$ cat src/verilog/elevator_pkg.sv
package elevator_pkg;

    // queue geometry
    localparam int queue_depth = 16;
    localparam int idx_w       = 4;

    // stop word layout
    localparam int floor_w = 2;
    localparam int type_w  = 2;     // type 0 reserved, keeps a live word nonzero
    localparam int entry_w = 7;     // is_origin + type + origin + dest

    // call intake sequencer
    localparam logic [1:0] st_idle   = 2'd0;
    localparam logic [1:0] st_pickup = 2'd1;
    localparam logic [1:0] st_drop   = 2'd2;

    // one queue slot, tested raw for empty or read field by field
    typedef union packed {
        logic [entry_w-1:0] raw;
        struct packed {
            logic               is_origin;  // set on the pickup half of a call
            logic [type_w-1:0]  obj_type;
            logic [floor_w-1:0] origin;
            logic [floor_w-1:0] dest;
        } fields;
    } stop_entry_u;

    // floor the car must visit to serve this stop
    function automatic logic [floor_w-1:0] stop_floor_of(input stop_entry_u e);
        return e.fields.is_origin ? e.fields.origin : e.fields.dest;
    endfunction

    // an all-zero word marks a free slot
    function automatic logic entry_empty(input stop_entry_u e);
        return e.raw == '0;
    endfunction

endpackage

$ cat src/verilog/call_intake.sv
`timescale 1ns/1ps

module call_intake (
    input  logic                             clk,
    input  logic                             clear,
    input  logic                             call_valid,
    input  logic [elevator_pkg::type_w-1:0]  obj_type,
    input  logic [elevator_pkg::floor_w-1:0] origin,
    input  logic [elevator_pkg::floor_w-1:0] dest,
    input  logic                             place_done,
    input  logic [elevator_pkg::idx_w-1:0]   placed_idx,
    input  logic                             place_full,
    output logic                             place_valid,
    output elevator_pkg::stop_entry_u        place_entry,
    output logic [elevator_pkg::idx_w-1:0]   start_idx,
    output logic                             busy,
    output logic                             call_dropped
);
    import elevator_pkg::*;

    logic [1:0]         state;
    logic [type_w-1:0]  call_type;      // held for both stops
    logic [floor_w-1:0] call_origin;
    logic [floor_w-1:0] call_dest;
    logic               accept;

    assign busy   = state != st_idle;
    assign accept = call_valid && !busy && obj_type != '0;  // type 0 would read as empty

    // both stops carry the whole call, is_origin selects which floor counts
    always_comb begin
        place_entry.fields.is_origin = (state == st_pickup);
        place_entry.fields.obj_type  = call_type;
        place_entry.fields.origin    = call_origin;
        place_entry.fields.dest      = call_dest;
    end

    always_ff @(posedge clk or posedge clear) begin
        if (clear) begin
            state        <= st_idle;
            place_valid  <= 1'b0;
            start_idx    <= '0;
            call_dropped <= 1'b0;
        end else begin
            place_valid  <= 1'b0;
            call_dropped <= call_valid && !accept;     // busy or reserved type
            case (state)
                st_idle: begin
                    if (accept) begin
                        state       <= st_pickup;
                        place_valid <= 1'b1;
                        start_idx   <= '0;              // pickup may go anywhere
                    end
                end
                st_pickup: begin
                    if (place_done) begin
                        // no room behind a pickup in the last slot either
                        if (place_full || placed_idx == idx_w'(queue_depth - 1)) begin
                            state        <= st_idle;
                            call_dropped <= 1'b1;
                        end else begin
                            state       <= st_drop;
                            place_valid <= 1'b1;
                            start_idx   <= placed_idx + 1'b1;  // drop-off after its pickup
                        end
                    end
                end
                st_drop: begin
                    if (place_done) begin
                        state <= st_idle;
                        if (place_full) call_dropped <= 1'b1;
                    end
                end
                default: state <= st_idle;
            endcase
        end
    end

    always_ff @(posedge clk) begin
        if (accept) begin
            call_type   <= obj_type;
            call_origin <= origin;
            call_dest   <= dest;
        end
    end

    // the planner only ever answers a request issued from here
    a_done_in_call: assert property (@(posedge clk) disable iff (clear)
        place_done |-> state != st_idle);

endmodule

$ cat src/verilog/insert_planner.sv
`timescale 1ns/1ps

module insert_planner (
    input  logic                             clk,
    input  logic                             clear,
    input  logic                             place_valid,
    input  elevator_pkg::stop_entry_u        place_entry,
    input  logic [elevator_pkg::idx_w-1:0]   start_idx,
    input  logic [elevator_pkg::floor_w-1:0] cur_floor,
    input  elevator_pkg::stop_entry_u        scan_entry,
    input  elevator_pkg::stop_entry_u        prev_entry,
    output logic [elevator_pkg::idx_w-1:0]   scan_idx,
    output logic                             append,
    output logic                             fit,
    output logic [elevator_pkg::idx_w-1:0]   fit_idx,
    output elevator_pkg::stop_entry_u        new_entry,
    output logic                             place_done,
    output logic [elevator_pkg::idx_w-1:0]   placed_idx,
    output logic                             place_full
);
    import elevator_pkg::*;

    logic               run;            // scan in progress
    logic [floor_w-1:0] prev_floor;     // where the car is before slot k
    logic [floor_w-1:0] slot_floor;
    logic [floor_w-1:0] new_floor;
    logic               slot_empty;
    logic               between;
    logic               at_end;
    logic               decide;

    assign fit_idx = scan_idx;  // insert point is the slot under examination

    always_comb begin
        prev_floor = (scan_idx == '0) ? cur_floor : stop_floor_of(prev_entry);
        slot_floor = stop_floor_of(scan_entry);
        new_floor  = stop_floor_of(new_entry);
        slot_empty = entry_empty(scan_entry);
        // stop lies on the leg p -> q in either direction
        between    = ((prev_floor < new_floor) && (new_floor < slot_floor)) ||
                     ((slot_floor < new_floor) && (new_floor < prev_floor));
    end

    assign append = run && slot_empty;
    assign fit    = run && !slot_empty && between;
    assign at_end = run && !slot_empty && !between &&
                    scan_idx == idx_w'(queue_depth - 1);
    assign decide = append || fit || at_end;

    // a fit into a full queue pushes the last stop out, as the store does
    always_ff @(posedge clk or posedge clear) begin
        if (clear) begin
            run        <= 1'b0;
            scan_idx   <= '0;
            place_done <= 1'b0;
            place_full <= 1'b0;
        end else begin
            place_done <= 1'b0;
            place_full <= 1'b0;
            if (place_valid) begin
                run      <= 1'b1;
                scan_idx <= start_idx;
            end else if (run) begin
                if (decide) begin
                    run        <= 1'b0;
                    place_done <= 1'b1;     // same edge as the queue write
                    place_full <= at_end;
                end else begin
                    scan_idx <= scan_idx + 1'b1;    // one slot per cycle
                end
            end
        end
    end

    always_ff @(posedge clk) begin
        if (place_valid) new_entry <= place_entry;
        if (run && decide) placed_idx <= scan_idx;
    end

    // the scan never walks past a free slot of the packed queue
    a_scan_packed: assert property (@(posedge clk) disable iff (clear)
        run |-> (scan_idx == '0 || !entry_empty(prev_entry)));

    // intake waits for place_done before the next request
    a_no_overlap: assert property (@(posedge clk) disable iff (clear)
        place_valid |-> !run);

endmodule

$ cat src/verilog/stop_queue.sv
`timescale 1ns/1ps

module stop_queue (
    input  logic                           clk,
    input  logic                           clear,
    input  logic                           append,
    input  logic                           fit,
    input  logic [elevator_pkg::idx_w-1:0] fit_idx,
    input  elevator_pkg::stop_entry_u      new_entry,
    input  logic                           shift,
    input  logic [elevator_pkg::idx_w-1:0] scan_idx,
    output elevator_pkg::stop_entry_u      scan_entry,
    output elevator_pkg::stop_entry_u      prev_entry,
    output elevator_pkg::stop_entry_u      head_entry
);
    import elevator_pkg::*;

    stop_entry_u        slots [queue_depth];
    logic [idx_w-1:0]   prev_idx;
    logic [idx_w-1:0]   free_idx;       // first empty slot
    logic               has_free;

    assign prev_idx = scan_idx - 1'b1;  // wraps at 0, planner uses cur_floor there

    assign scan_entry = slots[scan_idx];
    assign prev_entry = slots[prev_idx];
    assign head_entry = slots[0];

    // entries stay packed at the front, so this is also the fill level
    always_comb begin
        free_idx = idx_w'(queue_depth - 1);
        has_free = 1'b0;
        for (int i = 0; i < queue_depth; i++) begin
            if (!has_free && entry_empty(slots[i])) begin
                free_idx = idx_w'(i);
                has_free = 1'b1;
            end
        end
    end

    always_ff @(posedge clk or posedge clear) begin
        if (clear) begin
            for (int i = 0; i < queue_depth; i++) begin
                slots[i] <= '0;
            end
        end else if (shift) begin
            // pop the head, tail slot opens up
            for (int i = 0; i < queue_depth - 1; i++) begin
                slots[i] <= slots[i + 1];
            end
            slots[queue_depth - 1] <= '0;
        end else if (fit) begin
            // make room at fit_idx, last entry falls off if full
            for (int i = 1; i < queue_depth; i++) begin
                if (i > int'(fit_idx)) slots[i] <= slots[i - 1];
            end
            slots[fit_idx] <= new_entry;
        end else if (append && has_free) begin
            slots[free_idx] <= new_entry;
        end
    end

    // dispatcher holds arrivals while the planner works
    a_shift_alone: assert property (@(posedge clk) disable iff (clear)
        !(shift && (append || fit)));

    // planner appends only where the packed queue ends
    a_append_tail: assert property (@(posedge clk) disable iff (clear)
        append |-> has_free && free_idx == scan_idx);

endmodule

$ cat src/verilog/stop_dispatcher.sv
`timescale 1ns/1ps

module stop_dispatcher (
    input  logic                             clk,
    input  logic                             clear,
    input  logic                             arrive,
    input  logic                             busy,
    input  elevator_pkg::stop_entry_u        head_entry,
    output logic                             shift,
    output logic [elevator_pkg::floor_w-1:0] cur_floor,
    output logic                             stop_valid,
    output logic [elevator_pkg::floor_w-1:0] stop_floor,
    output logic                             stop_is_origin,
    output logic [elevator_pkg::type_w-1:0]  stop_type,
    output logic                             queue_empty
);
    import elevator_pkg::*;

    logic pending;      // arrival waiting for the planner to finish
    logic serve;
    logic pop;

    assign queue_empty = entry_empty(head_entry);

    // head is stale while a shift is still in flight
    assign serve = (arrive || pending) && !busy && !shift;
    assign pop   = serve && !queue_empty;   // arrival at an empty queue reports nothing

    assign stop_valid = shift;  // report goes out with the pop

    always_ff @(posedge clk or posedge clear) begin
        if (clear) begin
            pending   <= 1'b0;
            shift     <= 1'b0;
            cur_floor <= '0;
        end else begin
            shift <= pop;
            if (serve) begin
                pending <= 1'b0;
            end else if (arrive) begin
                pending <= 1'b1;
            end
            if (pop) cur_floor <= stop_floor_of(head_entry);
        end
    end

    always_ff @(posedge clk) begin
        if (pop) begin
            stop_floor     <= stop_floor_of(head_entry);
            stop_is_origin <= head_entry.fields.is_origin;
            stop_type      <= head_entry.fields.obj_type;
        end
    end

endmodule

$ cat src/verilog/elevator_queue_top.sv
`timescale 1ns/1ps

module elevator_queue_top (
    input  logic                             clk,
    input  logic                             clear,
    input  logic                             call_valid,
    input  logic [elevator_pkg::type_w-1:0]  obj_type,
    input  logic [elevator_pkg::floor_w-1:0] origin,
    input  logic [elevator_pkg::floor_w-1:0] dest,
    input  logic                             arrive,
    output logic                             stop_valid,
    output logic [elevator_pkg::floor_w-1:0] stop_floor,
    output logic                             stop_is_origin,
    output logic [elevator_pkg::type_w-1:0]  stop_type,
    output logic                             queue_empty,
    output logic                             busy,
    output logic                             call_dropped
);
    import elevator_pkg::*;

    // intake to planner
    logic               place_valid;
    stop_entry_u        place_entry;
    logic [idx_w-1:0]   start_idx;
    logic               place_done;
    logic [idx_w-1:0]   placed_idx;
    logic               place_full;

    // planner to queue
    logic [idx_w-1:0]   scan_idx;
    stop_entry_u        scan_entry;
    stop_entry_u        prev_entry;
    logic               append;
    logic               fit;
    logic [idx_w-1:0]   fit_idx;
    stop_entry_u        new_entry;

    // dispatcher side
    logic               shift;
    stop_entry_u        head_entry;
    logic [floor_w-1:0] cur_floor;

    call_intake u_intake (
        .clk, .clear,
        .call_valid, .obj_type, .origin, .dest,
        .place_done, .placed_idx, .place_full,
        .place_valid, .place_entry, .start_idx,
        .busy, .call_dropped
    );

    insert_planner u_planner (
        .clk, .clear,
        .place_valid, .place_entry, .start_idx, .cur_floor,
        .scan_entry, .prev_entry, .scan_idx,
        .append, .fit, .fit_idx, .new_entry,
        .place_done, .placed_idx, .place_full
    );

    stop_queue u_queue (
        .clk, .clear,
        .append, .fit, .fit_idx, .new_entry, .shift, .scan_idx,
        .scan_entry, .prev_entry, .head_entry
    );

    stop_dispatcher u_dispatch (
        .clk, .clear,
        .arrive, .busy, .head_entry,
        .shift, .cur_floor,
        .stop_valid, .stop_floor, .stop_is_origin, .stop_type, .queue_empty
    );

endmodule

$ cat config.mk
export PLATFORM = sky130hd
export DESIGN_NAME = elevator_queue_top
export DESIGN_NICKNAME = d
export VERILOG_FILES = /design/src/verilog/elevator_pkg.sv /design/src/verilog/call_intake.sv /design/src/verilog/insert_planner.sv /design/src/verilog/stop_queue.sv /design/src/verilog/stop_dispatcher.sv /design/src/verilog/elevator_queue_top.sv
export SDC_FILE = /design/constraint.sdc
export NUM_CORES = 1
export LEC_CHECK = 0
export ABC_CLOCK_PERIOD_IN_PS = 10050
export BUFFER_PORTS_ARGS = -buffer_cell sky130_fd_sc_hd__clkbuf_2
export CAP_MARGIN = 25
export CELL_PAD_IN_SITES_DETAIL_PLACEMENT = 1
export CELL_PAD_IN_SITES_GLOBAL_PLACEMENT = 1
export CORE_AREA = 10 10 141 169
export CTS_CLUSTER_SIZE = 8
export DETAILED_ROUTE_END_ITERATION = 7
export DIE_AREA = 0 0 151 179
export PLACE_DENSITY_LB_ADDON = 0.12
export SETUP_SLACK_MARGIN = 0.15
export SLEW_MARGIN = 25
export SYNTH_ARGS = -nofsm -noshare
export SYNTH_HDL_FRONTEND = slang
export SYNTH_SLANG_ARGS = --single-unit
$ cat constraint.sdc
create_clock -name clk -period 10.05 [get_ports clk]
set_input_delay 1.5075 -clock clk [delete_from_list [all_inputs] [get_ports clk]]
set_output_delay 1.5075 -clock clk [all_outputs]
set_load 0.1 [all_outputs]
==> reports/metrics.cfg <==
[yosys]
postSynthRegisterBits=153
fraction_of_the_mapped_netlist_area_in_simple_logic_gates_pct=14.7
synth-async-reset-ratio_pct=85.6
number_of_nets_produced_by_synthesis=1179
synth_xor_area_share_pct=0.562
synth_top_family_by_area=compound AO/OA/AOI/OAI gates
synthMuxAreaShare_pct=14.2
yosysWarningCount=0
synthesized_area_fraction_occupied_by_adder_cells_pct=1.38
yosysUniqueCellTypes=75
netlist_area_mm2=0.0109
synth-edff-count=22
synth_cells=1157
yosysSeqAreaShare_pct=36.1
synth_compound_gate_area_share_pct=26.3
avgSynthCellArea_um2=9.42
synthFlopType=dfrtp_1

[sta]
grt_setup_unrepaired=false
timing.setup.tns_ns=0
layout_setup_ws_ns=3.71
final.setup_skew_ns=0.0158
timing.slew.headroom_pct=36.6
report.final.setup_viol=0
hold_viol_final=0
final_max_slew_viol_count=0
final_period_minus_worst_setup_slack_ns=6.34
worst_pin_slew_ns=0.950
max_freq_mhz=158
post-route-period-util_pct=63.1

[global_routing]
grtUsageTotal_pct=31.5
pin_count_of_the_biggest_net_entering_global_routing=77
grt_pass1_vias=11100
global_route_wire_length_before_repair_mm=65.5
gr-total-overflow=0
antenna_found_initial=0

[placement]
gp_congestion=0.998
port_buffers=18
detailedPlacementHpwl_mm=27.6
detailedPlace.worstSlack_ns=3.95
dpl_cell_area_mm2=0.0111

[route]
drt-pass1-iter-count=8
routed_wirelength_mm=42.1
detail_route.vias_per_cell=7.58
detailedRoute.firstIterationViolations=1493
drt_drc_violations_left=1
ant_nets=0
detailroute.via_count=10600
post_drt_wl_per_cell_um=30.1

[floorplanning]
die_area_mm2=0.0270
design.core.area_mm2=0.0206
initial_core_utilization_pct=52.9
fp.dieW_um=151
num_rows=58
boundaryPins=19
floorplan.die.height_um=179

[clock_network]
cts_max_level=4
clk-insertion-delay-late_ns=0.45
post_cts_setup_buffer_count=0
hold_bufs_inserted_after_cts=0
clock_sink_count=153
post_cts.resized_instances=0
clock_buffer_count_from_cts=17
cts_root_buffer=clkbuf_16
clock_tree_from_tritoncts=done
clockBufferDepth=2
clkTransAtPathRegs_ns=0.08

[critical_path]
worst-r2r-cell-count=16
worst_ep_required_time_ns=10.39
setup.worst_path.class=reg2reg
critical_path.startpoint_type=register
worst_setup_path_end_kind=register
critPathLaunch=u_planner.fit_idx[0]
path_max_fanout=68
arrival_ns=6.69
r2r_start=u_planner.fit_idx[0]

[status]
run_status=complete, but fails checks
failed_checks=DRC

[cells_and_area]
filler_cell_count=2348
layout.cells.most_common_list=dfrtp_1 (128), nand2_1 (110), inv_1 (74)
net_total_in_the_final_layout=1138
antenna_cells=0
layout.cells.most_common=dfrtp_1
final_area_mm2=0.0117
area_growth_syn_to_layout_pct=7.39
final_layout_size_suffix_gt1_share_pct=15.5

[hold_path]
min_path_cells=0
hp-start=u_intake.call_origin[0]
hold_path.class=reg2reg

[flow_run]
timing.max_cap.violations=0

## worst max-delay path, stage by stage (launching register included)
cell	delay, ns
dfrtp_2	0.37
clkinv_1	0.25
ha_1	1.02
mux4_2	0.60
mux4_2	0.49
mux2i_1	0.26
a21oi_1	0.12
ha_1	0.31
a21oi_1	0.19
nor3_1	0.09
o31a_1	0.33
o31ai_4	0.08
buf_4	0.70
nor2_1	0.33
a211oi_2	0.72
a21oi_1	0.09
a22o_1	0.23
## layout make-up
| class | instances | area, um^2 | area share, % |
|---|---|---|---|
| well taps | 270 | 338 | 2.89 |
| inverters | 77 | 294 | 2.51 |
| multi-input cells | 826 | 6240 | 53.3 |
| clock buffers | 17 | 425 | 3.63 |
| clock inverters | 15 | 199 | 1.70 |
| repair buffers | 41 | 270 | 2.31 |
| flip-flops and latches | 153 | 3950 | 33.7 |
## path summary, 6_finish.rpt
| kind | end | slack (ns) |
|---|---|---|
| worst min register to register | u_planner.new_entry[2] | 0.43 |
| worst min-delay path | u_planner.new_entry[2] | 0.43 |
| min in group asynchronous | u_queue.slots[68] | 1.15 |
| worst max-delay path | u_queue.slots[32] | 3.71 |
| worst max register to register | u_queue.slots[32] | 3.71 |
| max in group asynchronous | u_planner.fit_idx[0] | 7.53 |
## flip-flops by register name, indices dropped and copies added, names as in the netlist, 4 cells and up
signal / cells
u_queue.slots: 105
u_planner.new_entry: 7
u_planner.fit_idx: 4
u_planner.placed_idx: 4
u_queue.head_entry: 7
u_intake.start_idx: 4
## per-layer routing
metal,vias up,routed length [um],global-route usage [%]
met3,221,3410,5.81
met1,5306,16000,38.7
met5,-,0,0
li1,4395,-,-
met4,0,2640,18.9
met2,682,20100,50.4
## metrics by stage
stage | utilization [%] | std cells | hold WS [ns]
4_1_cts | 56.7 | 1398 | 0.430
3_5_place_dp | 53.7 | 1366 | 0.412
3_3_place_gp | 53.7 | 1366 | 0.402
2_1_floorplan | - | 1157 | 0.400
6_report | 56.8 | 1399 | 0.430
5_1_grt | 56.8 | 1399 | 0.451
## kinds of logic (layout without fill, tap and decap cells)
kind of cell | after synthesis | in the layout
flops | 153 | 153
compound gates | 388 | 388
xor+xnor | 7 | 7
simple gates | 327 | 327
mux | 92 | 92
buf+inv | 178 | 150
fa+ha+maj | 12 | 12
## synthesized netlist by cell type (6+ instances only)
library cell	count	share of area, %
buf_1	7	0.24
mux2i_1	19	1.7
a21oi_1	50	2.3
nand3_1	39	1.8
a22oi_1	69	4.8
and3_1	8	0.46
nor4_1	23	1.3
xnor2_1	6	0.48
buf_2	15	0.69
o31ai_1	17	1.2
mux2_2	25	2.6
a221o_1	29	2.7
a311oi_1	8	0.64
mux4_2	47	9.7
a221oi_1	21	1.7
buf_6	6	0.62
and2_1	11	0.63
nand2b_1	6	0.34
nor2b_1	10	0.57
clkbuf_1	69	2.4
dfrtp_1	131	30
o21ai_1	7	0.32
nand2_1	110	3.8
edfxtp_1	22	6.1
nor3_1	24	1.1
inv_1	76	2.6
a22o_1	20	1.6
a211o_1	10	0.80
o22ai_1	18	1.0
nor2_1	70	2.4
a2bb2oi_1	6	0.48
o21ai_0	65	3.0
a222oi_1	21	1.9
ha_1	12	1.4
a31oi_1	12	0.69
Power is not shown: default switching activity piles up to over one toggle a cycle in this logic, so the estimate is an artifact.
